### config.mk
export PLATFORM = sky130hd
export DESIGN_NAME = cpu_top
export DESIGN_NICKNAME = d
export VERILOG_FILES = /design/src/core_pkg.sv /design/src/isa_pkg.sv /design/src/cpu_top.sv /design/src/execute_stage.sv /design/src/decode_stage.sv /design/src/reg_file.sv /design/src/fetch_stage.sv
export SDC_FILE = /design/constraint.sdc
export NUM_CORES = 2
export LEC_CHECK = 0
export BUFFER_PORTS_ARGS = -buffer_cell sky130_fd_sc_hd__buf_2
export CORE_MARGIN = 5
export CORE_UTILIZATION = 55
export DETAILED_ROUTE_END_ITERATION = 8
export PLACE_DENSITY_LB_ADDON = 0.12
export SLEW_MARGIN = 15
export SYNTH_ARGS = -nofsm -noshare
export SYNTH_HDL_FRONTEND = slang
export SYNTH_SLANG_ARGS = --single-unit
### constraint.sdc
create_clock -name hlt -period 5.86 [get_ports hlt]
set_clock_uncertainty 0.15 [all_clocks]
set_input_delay 0.586 -clock hlt [delete_from_list [all_inputs] [get_ports hlt]]
set_output_delay 0.586 -clock hlt [all_outputs]
set_load 0.05 [all_outputs]
### src/core_pkg.sv
`default_nettype none

// microarchitecture sizes
package core_pkg;

  ////////////////////////////////////////
  // datapath
  ////////////////////////////////////////
  localparam int word_w  = 16;
  localparam int shamt_w = $clog2(word_w);   // shifts use low 4 bits of rs1

  typedef logic [word_w-1:0] word_t;

  ////////////////////////////////////////
  // instruction memory
  ////////////////////////////////////////
  localparam int imem_depth = 64;                  // words
  localparam int pc_w       = $clog2(imem_depth);  // 6 bits

  typedef logic [pc_w-1:0] pc_t;

endpackage

`default_nettype wire

### src/isa_pkg.sv
`default_nettype none

// instruction set view of the core
package isa_pkg;

  ////////////////////////////////////////
  // widths
  ////////////////////////////////////////
  localparam int instr_w  = 16;   // one instruction per word
  localparam int op_w     = 4;
  localparam int reg_aw   = 4;    // register number width
  localparam int imm_w    = 8;
  localparam int num_regs = 16;   // r0 hardwired to zero

  // bit positions inside an instruction word
  localparam int op_lsb  = 12;    // opcode in 15..12
  localparam int rd_lsb  = 8;     // destination in 11..8
  localparam int rs0_lsb = 4;     // first source in 7..4
  localparam int rs1_lsb = 0;     // second source in 3..0
  localparam int imm_lsb = 0;     // imm8 overlays rs0/rs1

  typedef logic [instr_w-1:0] instr_t;
  typedef logic [reg_aw-1:0]  reg_addr_t;
  typedef logic [imm_w-1:0]   imm_t;

  ////////////////////////////////////////
  // opcodes
  ////////////////////////////////////////
  // codes 4'ha..4'hf are unassigned and run as no-ops
  typedef enum logic [op_w-1:0] {
    op_add = 4'h0,   // rd = rs0 + rs1
    op_sub = 4'h1,   // rd = rs0 - rs1
    op_and = 4'h2,
    op_or  = 4'h3,
    op_xor = 4'h4,
    op_sll = 4'h5,   // shift amount from rs1[3:0]
    op_srl = 4'h6,   // logical, zero fill
    op_lli = 4'h7,   // rd = {8'h00, imm8}
    op_lhi = 4'h8,   // rd = {imm8, rd[7:0]}
    op_hlt = 4'h9    // stop fetch, raise halted once drained
  } opcode_e;

endpackage

`default_nettype wire
### src/cpu_top.sv
`timescale 1ns/1ns
`default_nettype none

// four stage core, fetch / decode+rf read / execute / write-back
module cpu_top (
  input  wire                     hlt,
  input  wire                     arst_n,
  input  wire                     run,
  input  wire                     prog_we,
  input  wire core_pkg::pc_t      prog_addr,
  input  wire isa_pkg::instr_t    prog_data,
  input  wire isa_pkg::reg_addr_t dbg_addr,
  output core_pkg::word_t         dbg_data,
  output logic                    halted
);

  // fetch -> decode
  logic               fd_valid;
  isa_pkg::instr_t    fd_instr;
  logic               stop_fetch;
  // decode <-> rf
  isa_pkg::reg_addr_t rd_addr0, rd_addr1;
  core_pkg::word_t    rd_data0, rd_data1;
  // decode -> execute
  logic               dx_valid;
  isa_pkg::opcode_e   dx_op;
  isa_pkg::reg_addr_t dx_rd;
  core_pkg::word_t    dx_a, dx_b;
  isa_pkg::imm_t      dx_imm;
  // execute -> decode forwarding, execute -> rf write-back
  logic               ex_fwd_valid;
  isa_pkg::reg_addr_t ex_fwd_rd;
  core_pkg::word_t    ex_fwd_data;
  logic               wb_we;
  isa_pkg::reg_addr_t wb_addr;
  core_pkg::word_t    wb_data;

  fetch_stage u_fetch (.hlt, .arst_n, .run, .stop_fetch, .prog_we, .prog_addr,
                       .prog_data, .fd_valid, .fd_instr);

  decode_stage u_decode (.hlt, .arst_n, .fd_valid, .fd_instr, .rd_addr0, .rd_addr1,
                         .rd_data0, .rd_data1, .ex_fwd_valid, .ex_fwd_rd, .ex_fwd_data,
                         .stop_fetch, .dx_valid, .dx_op, .dx_rd, .dx_a, .dx_b, .dx_imm);

  reg_file u_rf (.hlt, .arst_n, .rd_addr0, .rd_addr1, .rd_data0, .rd_data1,
                 .wb_we, .wb_addr, .wb_data, .dbg_addr, .dbg_data);

  execute_stage u_exec (.hlt, .arst_n, .dx_valid, .dx_op, .dx_rd, .dx_a, .dx_b,
                        .dx_imm, .ex_fwd_valid, .ex_fwd_rd, .ex_fwd_data, .wb_we,
                        .wb_addr, .wb_data, .halted);

endmodule

`default_nettype wire

### src/execute_stage.sv
`timescale 1ns/1ns
`default_nettype none

// alu, write-back register and halt retirement
module execute_stage (
  input  wire                     hlt,
  input  wire                     arst_n,
  input  wire                     dx_valid,
  input  wire isa_pkg::opcode_e   dx_op,
  input  wire isa_pkg::reg_addr_t dx_rd,
  input  wire core_pkg::word_t    dx_a,
  input  wire core_pkg::word_t    dx_b,
  input  wire isa_pkg::imm_t      dx_imm,
  output logic                    ex_fwd_valid,
  output isa_pkg::reg_addr_t      ex_fwd_rd,
  output core_pkg::word_t         ex_fwd_data,
  output logic                    wb_we,
  output isa_pkg::reg_addr_t      wb_addr,
  output core_pkg::word_t         wb_data,
  output logic                    halted
);

  core_pkg::word_t alu_y;
  logic            alu_wr;    // opcode writes rd
  logic [core_pkg::shamt_w-1:0] shamt;

  assign shamt = dx_b[core_pkg::shamt_w-1:0];

  ////////////////////////////////////////
  // alu
  ////////////////////////////////////////
  always_comb begin
    alu_wr = 1'b1;
    case (dx_op)
      isa_pkg::op_add : alu_y = dx_a + dx_b;
      isa_pkg::op_sub : alu_y = dx_a - dx_b;
      isa_pkg::op_and : alu_y = dx_a & dx_b;
      isa_pkg::op_or  : alu_y = dx_a | dx_b;
      isa_pkg::op_xor : alu_y = dx_a ^ dx_b;
      isa_pkg::op_sll : alu_y = dx_a << shamt;
      isa_pkg::op_srl : alu_y = dx_a >> shamt;
      isa_pkg::op_lli : alu_y = {8'h00, dx_imm};        // zero extend
      isa_pkg::op_lhi : alu_y = {dx_imm, dx_a[7:0]};    // keep old low byte
      default : begin   // op_hlt and unused codes
        alu_y  = '0;
        alu_wr = 1'b0;
      end
    endcase
  end

  // r0 results are never forwarded
  assign ex_fwd_valid = dx_valid && alu_wr && (dx_rd != '0);
  assign ex_fwd_rd    = dx_rd;
  assign ex_fwd_data  = alu_y;

  always_ff @(posedge hlt or negedge arst_n) begin
    if (!arst_n) begin
      wb_we  <= 1'b0;
      halted <= 1'b0;
    end else begin
      wb_we <= dx_valid && alu_wr;   // r0 writes reach the rf and die there
      if (dx_valid && (dx_op == isa_pkg::op_hlt)) halted <= 1'b1;
    end
  end

  always_ff @(posedge hlt) begin
    wb_addr <= dx_rd;
    wb_data <= alu_y;
  end

  // decode squash must keep every later op out of write-back
  a_quiet_after_halt : assert property (@(posedge hlt) disable iff (!arst_n)
    halted |-> !wb_we);

endmodule

`default_nettype wire

### src/decode_stage.sv
`timescale 1ns/1ns
`default_nettype none

// field split, operand read with forwarding, decode/execute register
module decode_stage (
  input  wire                     hlt,
  input  wire                     arst_n,
  input  wire                     fd_valid,
  input  wire isa_pkg::instr_t    fd_instr,
  output isa_pkg::reg_addr_t      rd_addr0,
  output isa_pkg::reg_addr_t      rd_addr1,
  input  wire core_pkg::word_t    rd_data0,
  input  wire core_pkg::word_t    rd_data1,
  input  wire                     ex_fwd_valid,   // already excludes r0
  input  wire isa_pkg::reg_addr_t ex_fwd_rd,
  input  wire core_pkg::word_t    ex_fwd_data,
  output logic                    stop_fetch,
  output logic                    dx_valid,
  output isa_pkg::opcode_e        dx_op,
  output isa_pkg::reg_addr_t      dx_rd,
  output core_pkg::word_t         dx_a,
  output core_pkg::word_t         dx_b,
  output isa_pkg::imm_t           dx_imm
);

  isa_pkg::opcode_e   op;
  isa_pkg::reg_addr_t rd;
  isa_pkg::reg_addr_t rs0;
  isa_pkg::reg_addr_t rs1;
  isa_pkg::imm_t      imm;
  core_pkg::word_t    a_val;     // operand after forwarding
  core_pkg::word_t    b_val;
  logic               hlt_seen;  // op_hlt already passed, squash the rest

  ////////////////////////////////////////
  // field extraction
  ////////////////////////////////////////
  assign op  = isa_pkg::opcode_e'(fd_instr[isa_pkg::op_lsb +: isa_pkg::op_w]);
  assign rd  = fd_instr[isa_pkg::rd_lsb  +: isa_pkg::reg_aw];
  assign rs0 = fd_instr[isa_pkg::rs0_lsb +: isa_pkg::reg_aw];
  assign rs1 = fd_instr[isa_pkg::rs1_lsb +: isa_pkg::reg_aw];
  assign imm = fd_instr[isa_pkg::imm_lsb +: isa_pkg::imm_w];

  // lhi merges into its own rd, so read rd on port 0
  assign rd_addr0 = (op == isa_pkg::op_lhi) ? rd : rs0;
  assign rd_addr1 = rs1;   // don't care for lli/lhi

  assign stop_fetch = fd_valid && (op == isa_pkg::op_hlt) && !hlt_seen;

  ////////////////////////////////////////
  // operand forwarding
  ////////////////////////////////////////
  always_comb begin
    a_val = rd_data0;   // rf already bypasses the write-back slot
    b_val = rd_data1;
    if (ex_fwd_valid && (ex_fwd_rd == rd_addr0)) a_val = ex_fwd_data;
    if (ex_fwd_valid && (ex_fwd_rd == rd_addr1)) b_val = ex_fwd_data;
  end

  ////////////////////////////////////////
  // decode/execute register
  ////////////////////////////////////////
  always_ff @(posedge hlt or negedge arst_n) begin
    if (!arst_n) begin
      dx_valid <= 1'b0;
      hlt_seen <= 1'b0;
    end else begin
      dx_valid <= fd_valid && !hlt_seen;   // op_hlt itself goes through
      if (stop_fetch) hlt_seen <= 1'b1;
    end
  end

  always_ff @(posedge hlt) begin
    dx_op  <= op;
    dx_rd  <= rd;
    dx_a   <= a_val;
    dx_b   <= b_val;
    dx_imm <= imm;
  end

endmodule

`default_nettype wire

### src/reg_file.sv
`timescale 1ns/1ns
`default_nettype none

// 16 x 16 register file, two read ports, one write port
module reg_file (
  input  wire                    hlt,
  input  wire                    arst_n,     // only used to qualify the checks
  input  wire isa_pkg::reg_addr_t rd_addr0,
  input  wire isa_pkg::reg_addr_t rd_addr1,
  output core_pkg::word_t        rd_data0,
  output core_pkg::word_t        rd_data1,
  input  wire                    wb_we,
  input  wire isa_pkg::reg_addr_t wb_addr,
  input  wire core_pkg::word_t   wb_data,
  input  wire isa_pkg::reg_addr_t dbg_addr,
  output core_pkg::word_t        dbg_data
);

  core_pkg::word_t regs [isa_pkg::num_regs];   // slot 0 never written

  // r0 first, then the write in flight, then storage
  function automatic core_pkg::word_t read_port(input isa_pkg::reg_addr_t addr);
    if (addr == '0) return '0;
    if (wb_we && (wb_addr == addr)) return wb_data;   // write-through
    return regs[addr];
  endfunction

  ////////////////////////////////////////
  // write port
  ////////////////////////////////////////
  always_ff @(posedge hlt) begin
    if (wb_we && (wb_addr != '0)) begin   // r0 writes dropped here
      regs[wb_addr] <= wb_data;
    end
  end

  ////////////////////////////////////////
  // read ports
  ////////////////////////////////////////
  always_comb begin
    rd_data0 = read_port(rd_addr0);
    rd_data1 = read_port(rd_addr1);
    // debug sees the stored array only, no bypass
    dbg_data = (dbg_addr == '0) ? '0 : regs[dbg_addr];
  end

  // a write aimed at r0 leaves the slot untouched
  a_r0_never_stored : assert property (@(posedge hlt) disable iff (!arst_n)
    (wb_we && (wb_addr == '0)) |=> (regs[0] === $past(regs[0])));

endmodule

`default_nettype wire

### src/fetch_stage.sv
`timescale 1ns/1ns
`default_nettype none

// program store, pc and the fetch/decode register
module fetch_stage (
  input  wire                  hlt,
  input  wire                  arst_n,
  input  wire                  run,          // level, fetch only while high
  input  wire                  stop_fetch,   // pulse from decode on op_hlt
  input  wire                  prog_we,
  input  wire core_pkg::pc_t   prog_addr,
  input  wire isa_pkg::instr_t prog_data,
  output logic                 fd_valid,
  output isa_pkg::instr_t      fd_instr
);

  isa_pkg::instr_t imem [core_pkg::imem_depth];   // loaded from outside
  core_pkg::pc_t   pc;
  logic            stopped;    // sticky after op_hlt, cleared by reset only
  logic            fetch_en;

  // the cycle that sees stop_fetch already fetches nothing
  assign fetch_en = run && !stopped && !stop_fetch;

  ////////////////////////////////////////
  // program write port
  ////////////////////////////////////////
  always_ff @(posedge hlt) begin
    if (prog_we) begin
      imem[prog_addr] <= prog_data;
    end
  end

  ////////////////////////////////////////
  // pc and valid
  ////////////////////////////////////////
  always_ff @(posedge hlt or negedge arst_n) begin
    if (!arst_n) begin
      pc       <= '0;
      stopped  <= 1'b0;
      fd_valid <= 1'b0;
    end else begin
      if (stop_fetch) stopped <= 1'b1;
      fd_valid <= fetch_en;            // bubble when frozen or halting
      if (fetch_en) pc <= pc + 1'b1;   // wraps at imem_depth
    end
  end

  always_ff @(posedge hlt) begin
    if (fetch_en) fd_instr <= imem[pc];   // holds while frozen
  end

  // loading must happen with the core idle
  a_no_load_while_run : assert property (@(posedge hlt) disable iff (!arst_n)
    prog_we |-> !run);

endmodule

`default_nettype wire

# --- Yosys cells after proc, flatten, opt, wreduce, memory -nomap -nowiden ---
# Memory sizes are Yosys's and may differ from the RTL's. A register that Yosys moved wholly into a read port is not among the register bits.
# Cells that the tools add are included.
word_totals:
  output_inout_bits: 17
  mem_count: 2
  ff_bits: 79
  word_cells: 84
  ramBits: 1280
  inputBits: 30
op_classes:
  mux: 24
  reduce_logical: 22
  eq_ne: 15
  n_bitwise: 3
  add_sub_neg: 3
  shift: 2
mem_list:
  columns: ["memory", "depth", "width", "read_ports", "rd_clocked_by_memory_dff", "wr", "line_no", "rtl"]
  rows:
  - ["u_fetch.imem", 64, 16, 1, 1, 1, "fetch_stage.sv:17", "isa_pkg::instr_t imem [core_pkg::imem_depth];"]
  - ["u_rf.regs", 16, 16, 3, 0, 1, "reg_file.sv:19", "core_pkg::word_t regs [isa_pkg::num_regs];"]
op_table:
  columns: ["cell", "count"]
  rows:
  - ["$mux W16", 11]
  - ["$pmux W16 S9", 1]
  - ["$add A16 B16 Y16", 1]
  - ["$and A16 B16 Y16", 1]
  - ["$eq A4 B3 Y1 const B", 4]
  - ["$eq A4 B4 Y1", 4]
  - ["$eq A4 B4 Y1 const B", 4]
  - ["$logic_not A4 Y1", 4]
  - ["$or A16 B16 Y16", 1]
  - ["$shl A16 B4 Y16", 1]
  - ["$shr A16 B4 Y16", 1]
  - ["$sub A16 B16 Y16", 1]
  - ["$xor A16 B16 Y16", 1]
  - ["$logic_and A1 B1 Y1", 13]
  - ["$mux W1", 11]
  - ["$reduce_or A9 Y1", 1]
  - ["$eq A4 B2 Y1 const B", 2]
  - ["$reduce_bool A4 Y1", 2]
  - ["$add A6 B1 Y6 const B", 1]
  - ["$eq A4 B1 Y1 const B", 1]
  - ["$mux W4", 1]
  - ["$logic_not A1 Y1", 2]

# --- Longest topological paths before layout ---
logic_depth:
  depth_word: 9
  depth_mapped: 18
  ltp_nobuf: 16

# --- Cells and area by module ---
# From an unflattened synthesis, not the netlist that was laid out.
hier_totals:
  cells_unflattened: 3477
  hier_area_um2: 60609.4
by_module_without_submodules:
  columns: ["mod", "cells_per_inst", "seq_area_each_um2", "area_each_um2", "n_inst"]
  rows:
  - ["fetch_stage", 1897, 31430.1, 40348.7, 1]
  - ["reg_file", 933, 7687.4, 14507.7, 1]
  - ["execute_stage", 526, 450.4, 4036.4, 1]
  - ["decode_stage", 121, 1011.0, 1716.6, 1]

# --- Worst setup path after synthesis ---
# Ideal clock, no wire load.
synth_path:
  path_type: "register to register"
  from: "register u_decode.dx_b[0]"
  to: "register u_decode.dx_b[15]"
  path_slack_ns: 2.278
  path_stages_with_launch: 19
  path_buffers: 2
  t_required_ns: 5.558
  setup_ns: 0.152
  period_less_slack_ns: 3.582
  arrival_ns: 3.280
  path_cell_list: "dfxtp_1 -> buf_2 -> inv_2 -> buf_1 -> ha_1 -> nand4_1 -> nor2_1 -> nand2_1 -> o31ai_1 -> xnor2_1 -> ha_1 -> a21o_1 -> a21o_1 -> o21ba_2 -> a21oi_1 -> a21oi_1 -> xnor2_1 -> o21ai_1 -> o2bb2ai_1"
synth_via:
  elab_chain_len: 3
  word_cells_on_any_way: 6
  classes_between: "add/sub (2); shift (2); mux (2)"
synth_rtl:
  columns: ["element", "line_no", "rtl"]
  rows:
  - ["from (decl)", "decode_stage.sv:22", "output core_pkg::word_t dx_b,"]
  - ["from (signal assigned)", "decode_stage.sv:77", "dx_b <= b_val;"]
  - ["$sub A16 B16 Y16 (tied with other cells)", "execute_stage.sv:36", "isa_pkg::op_sub : alu_y = dx_a - dx_b;"]
  - ["$pmux W16 S9 (*)", "execute_stage.sv:34", "case (dx_op)"]
  - ["net ex_fwd_data[15]", "cpu_top.sv:33", "core_pkg::word_t ex_fwd_data;"]
  - ["$mux W16 (*)", "decode_stage.sv:57", "if (ex_fwd_valid && (ex_fwd_rd == rd_addr1)) b_val = ex_fwd_data;"]
  - ["net u_decode.b_val[15]", "decode_stage.sv:32", "core_pkg::word_t b_val;"]
# Mark *: on every way through the listed nets, which the timed path passes. The rest lies on a longest branch.
# A chain may end at the register's enable or synchronous reset.

# --- Worst setup path after layout ---
layout_path:
  from: "register u_decode.dx_b[1]"
  to: "register u_decode.dx_a[10]"
layout_via:
  elab_chain_len: 3
  word_cells_on_any_way: 6
  classes_between: "add/sub (2); shift (2); mux (2)"
layout_rtl:
  columns: ["element", "line_no", "rtl"]
  rows:
  - ["$sub A16 B16 Y16 (tied with other cells)", "execute_stage.sv:36", null]
  - ["$pmux W16 S9 (*)", "execute_stage.sv:34", null]
  - ["net ex_fwd_data[10]", "cpu_top.sv:33", null]
  - ["$mux W16 (*)", "decode_stage.sv:56", "if (ex_fwd_valid && (ex_fwd_rd == rd_addr0)) a_val = ex_fwd_data;"]
  - ["net u_decode.a_val[10]", "decode_stage.sv:31", "core_pkg::word_t a_val;"]
  - ["to (signal assigned)", "decode_stage.sv:76", "dx_a <= a_val;"]
  - ["to (decl)", "decode_stage.sv:21", "output core_pkg::word_t dx_a,"]
# Marked as above.

==> run summary <==
Outcome - complete, no violations
Launch point of the worst reg-to-reg path - u_decode.dx_b[1]
Synthesis-to-finish area growth - 11.7%
Max VDD drop - 0.355 mV
Root cell of the clock tree - sky130_fd_sc_hd__clkbuf_16
Worst Reg2Reg Path Length in Cells - 14
Initial DRC count - 3,106
Lkg Pwr - 21.4 nW
First-pass GRT wire length - 223 mm
Routed Wire Length - 153 mm
Count of final setup violators - 0
Total negative setup slack - 0 ns
Ratio of final minimum period to clock period - 78.4%
Post-cts gate resize count - 0
Multiplexer share of the synthesized area - 21.0%
Post-DP HPWL - 90.2 mm
Number of optimization iterations in the first detailed-route pass - 6
Post-synth cell types - 75
Synthesized area divided by synthesized cell count - 19.5 sq um
Reg2reg end - u_decode.dx_a[10]
Adder-cell area share of the yosys netlist - 1.09%
Worst setup slack for register-to-register paths - 1.26 ns
Hold Crit Class - in -> async
Worst-Skew Late Latency - 0.74 ns
Effective utilization at floorplan - 55.4%
Core area - 107,000 sq um
Number of vias after detailed routing - 31,700
Share of the core filled with cells - 61.9%
Nets@finish - 3,255
Largest family of logic cells by synthesized area - multiplexers
Max Transition Viols Final - 0
Synthesized-area fraction occupied by ao, oa, aoi and oai cells - 4.20%
Sequential share of the synthesized area - 68.4%
Slew of the pin with the lowest slew margin - 1.27 ns
Remaining design rule violation count - 0
Placed cell area - 61,700 sq um
Vias in the first global route - 32,400
Highest achievable clock rate - 0.218 GHz
Global-route congestion overflow total - 0
Final critical delay including setup and external delays - 4.60 ns
Count of final hold-check violations - 0
Final weighted congestion in routability-driven placement - 0.868
Full die area - 114,000 sq um
Area share of and/or/nand/nor cells after synthesis - 2.84%
Global-route usage over all layers - 26.7%
Post-synth design cell area - 59,300 sq um
Ports placed on the boundary - 47
# port buffers - 46
Storage element area - 40,600 sq um
Design Power - 32.4 mW
Parity-gate share of the synthesized area counting xor and xnor cells - 0.650%
Max cap viols - 0
Share of cells above drive strength 1 - 27.8%
Pin count of the biggest net entering global routing - 70
Crit Path Class - reg -> reg
Final cell area excluding filler cells - 66,200 sq um
Post-Synthesis Cells - 3,045
Num Clock Sinks - 1,375
Clock buffer count from CTS - 139
Crit Path Max Fanout - 46
Async set-or-reset flop fraction in the synthesized netlist - 0.800%
Filler cells - 7,448
Top_reg_cell synth - sky130_fd_sc_hd__edfxtp_1
EDFF count, synth - 1,296
Area of combinational cells with multiple inputs - 17,900 sq um
Signal arrival time at the worst endpoint - 5.11 ns
Count of yosys warnings during synthesis - 0
Post-Route Hold Slack - 0.148 ns
Die Wd - 338 um
Per-cell via count in the routed design - 6.75
Initial antenna violation count - 8
Number of levels the H-tree was split into - 4
Critical path endpoint category - flop
FF+latch count, synth - 1,375
Post-CTS clock slew at the launch and capture registers of the worst setup and hold paths - 0.06 ns
Critical Path Start Type - flop
Power per cell area - 489 nW/um^2
Longest Clk Path Bufs - 3
Core Rows - 120
CTS tree - yes
Required time worst endpoint - 6.38 ns
Average wire per cell in the routed design - 32.5 um
Number of nets with antenna violations after routing - 0
Vertical extent of the die - 338 um
RSZ-0062 raised after global routing - no
Relative slew slack - 14.3%
[critical path, stage by stage (launching register included)]
cell,delay [ns]
sky130_fd_sc_hd__dfxtp_1,0.31
sky130_fd_sc_hd__buf_4,0.39
sky130_fd_sc_hd__clkinv_1,0.40
sky130_fd_sc_hd__ha_1,0.35
sky130_fd_sc_hd__nor2_1,0.14
sky130_fd_sc_hd__xnor2_1,0.08
sky130_fd_sc_hd__ha_1,0.37
sky130_fd_sc_hd__nor2b_1,0.16
sky130_fd_sc_hd__o2111ai_1,0.28
sky130_fd_sc_hd__a31oi_1,0.23
sky130_fd_sc_hd__a21o_1,0.22
sky130_fd_sc_hd__a21o_1,0.18
sky130_fd_sc_hd__xnor2_1,0.12
sky130_fd_sc_hd__o21ai_0,0.91
sky130_fd_sc_hd__o2bb2ai_1,0.21
[timing repair]
action,CTS,global route
setup buffers,0,0
hold buffers,1,0
endpoints found under the hold margin,11,0
[stage by stage]
stage          cells  setup WS (ns)
2_1_floorplan   3060           2.28
3_3_place_gp    4433           1.36
3_5_place_dp    4434           1.34
4_1_cts         4685           1.33
5_1_grt         4687           1.04
6_report        4694           1.26
[area by class of cell]
class / count / area share (%)
flip-flops and latches: 1375 / 61.3
clock inverters: 85 / 1.23
repair buffers: 171 / 2.04
inverters: 48 / 0.272
well taps: 1403 / 2.65
diodes: 8 / 0.0302
multi-input cells: 1439 / 27.0
clock buffers: 165 / 5.49
[cells in the mapped netlist, types with 47 or more instances]
cell                       instances  area (sq um)
sky130_fd_sc_hd__dfxtp_1          68          1360
sky130_fd_sc_hd__nor2_1          138           518
sky130_fd_sc_hd__clkbuf_1        112           420
sky130_fd_sc_hd__buf_2            47           235
sky130_fd_sc_hd__o21ai_0         105           526
sky130_fd_sc_hd__edfxtp_1       1296         38900
sky130_fd_sc_hd__ha_1             50           626
sky130_fd_sc_hd__nand2_1          48           180
sky130_fd_sc_hd__mux2i_1         104          1040
sky130_fd_sc_hd__mux4_2          502         11300
sky130_fd_sc_hd__a21oi_1          64           320
sky130_fd_sc_hd__a221oi_1         67           587
[state kept, by name, summed over array words and instances, names as in the netlist]
| signal | count |
|---|---|
| u_decode.hlt_seen | 1 |
| u_exec.wb_addr | 4 |
| u_fetch.fd_instr | 16 |
| u_exec.halted | 1 |
| u_fetch.imem | 1024 |
| u_rf.regs | 256 |
| u_exec.wb_we | 1 |
| u_decode.dx_rd | 4 |
| u_decode.dx_valid | 1 |
| u_decode.dx_a | 16 |
| u_exec.wb_data | 16 |
| u_decode.dx_imm | 8 |
| u_fetch.fd_valid | 1 |
| u_decode.dx_op | 4 |
| u_decode.dx_b | 16 |
| u_fetch.pc | 6 |
[metal layers]
| layer | vias to the layer above | GRT usage [%] | share of wire [%] |
|---|---|---|---|
| li1 | 13100 | - | - |
| met1 | 16700 | 34.6 | 37 |
| met2 | 1517 | 45.6 | 51 |
| met3 | 355 | 3.91 | 6.7 |
| met4 | 6 | 11.5 | 4.9 |
| met5 | - | 0 | 0.027 |
[report_power, final]
part / leakage [nW] / switching (mW) / internal (mW) / total (mW)
sequential: 12.4 / 1.20 / 11.4 / 12.6
clock: 2.16 / 3.67 / 4.98 / 8.65
combinational: 6.77 / 6.13 / 4.99 / 11.1
total: 21.4 / 11.0 / 21.4 / 32.4
[kinds of logic (layout without fill, tap and decap cells)]
group / Yosys count / count (layout)
AO/OA/AOI/OAI: 369 / 369
other: 1 / 24
adder cells (fa/ha/maj): 51 / 51
XOR/XNOR: 44 / 44
buffers and inverters: 246 / 469
AND/OR/NAND/NOR: 344 / 344
flip-flops: 1375 / 1375
multiplexers: 615 / 615
[placed cells by master (no fill, tap or decap), types with 15 or more instances in the layout]
| cell type | count |
|---|---|
| sky130_fd_sc_hd__o2bb2ai_1 | 19 |
| sky130_fd_sc_hd__mux4_2 | 502 |
| sky130_fd_sc_hd__buf_4 | 122 |
| sky130_fd_sc_hd__xor2_1 | 15 |
| sky130_fd_sc_hd__ha_1 | 50 |
| sky130_fd_sc_hd__o22ai_1 | 16 |
| sky130_fd_sc_hd__nand2_1 | 48 |
| sky130_fd_sc_hd__clkinv_1 | 40 |
| sky130_fd_sc_hd__a221oi_1 | 67 |
| sky130_fd_sc_hd__a21oi_1 | 64 |
| sky130_fd_sc_hd__nor3_1 | 25 |
| sky130_fd_sc_hd__nor2b_1 | 31 |
| sky130_fd_sc_hd__conb_1 | 16 |
| sky130_fd_sc_hd__nand2b_1 | 18 |
| sky130_fd_sc_hd__a211oi_1 | 19 |
| sky130_fd_sc_hd__nor2_1 | 119 |
| sky130_fd_sc_hd__dfxtp_1 | 68 |
| sky130_fd_sc_hd__mux2i_1 | 101 |
| sky130_fd_sc_hd__inv_1 | 46 |
| sky130_fd_sc_hd__clkbuf_16 | 141 |
| sky130_fd_sc_hd__nand3b_1 | 21 |
| sky130_fd_sc_hd__clkbuf_1 | 22 |
| sky130_fd_sc_hd__clkinv_2 | 15 |
| sky130_fd_sc_hd__edfxtp_1 | 1296 |
| sky130_fd_sc_hd__nand3_1 | 30 |
| sky130_fd_sc_hd__buf_2 | 35 |
| sky130_fd_sc_hd__o21ai_0 | 105 |
| sky130_fd_sc_hd__xnor2_1 | 29 |
[worst max path at each step]
stage                     start           endpoint  slack, ns  cells after the start
4_1_cts        u_decode.dx_b[1]  u_decode.dx_a[10]       1.33                     14
6_report       u_decode.dx_b[1]  u_decode.dx_a[10]       1.26                     14
2_1_floorplan  u_decode.dx_b[0]  u_decode.dx_b[15]       2.28                     18
3_3_place_gp   u_decode.dx_b[1]  u_decode.dx_b[10]       1.36                     14
5_1_grt        u_decode.dx_b[1]  u_decode.dx_b[10]       1.04                     14
3_5_place_dp   u_decode.dx_b[1]  u_decode.dx_a[10]       1.34                     14
Note: power is estimated with default switching activity, not from simulation.
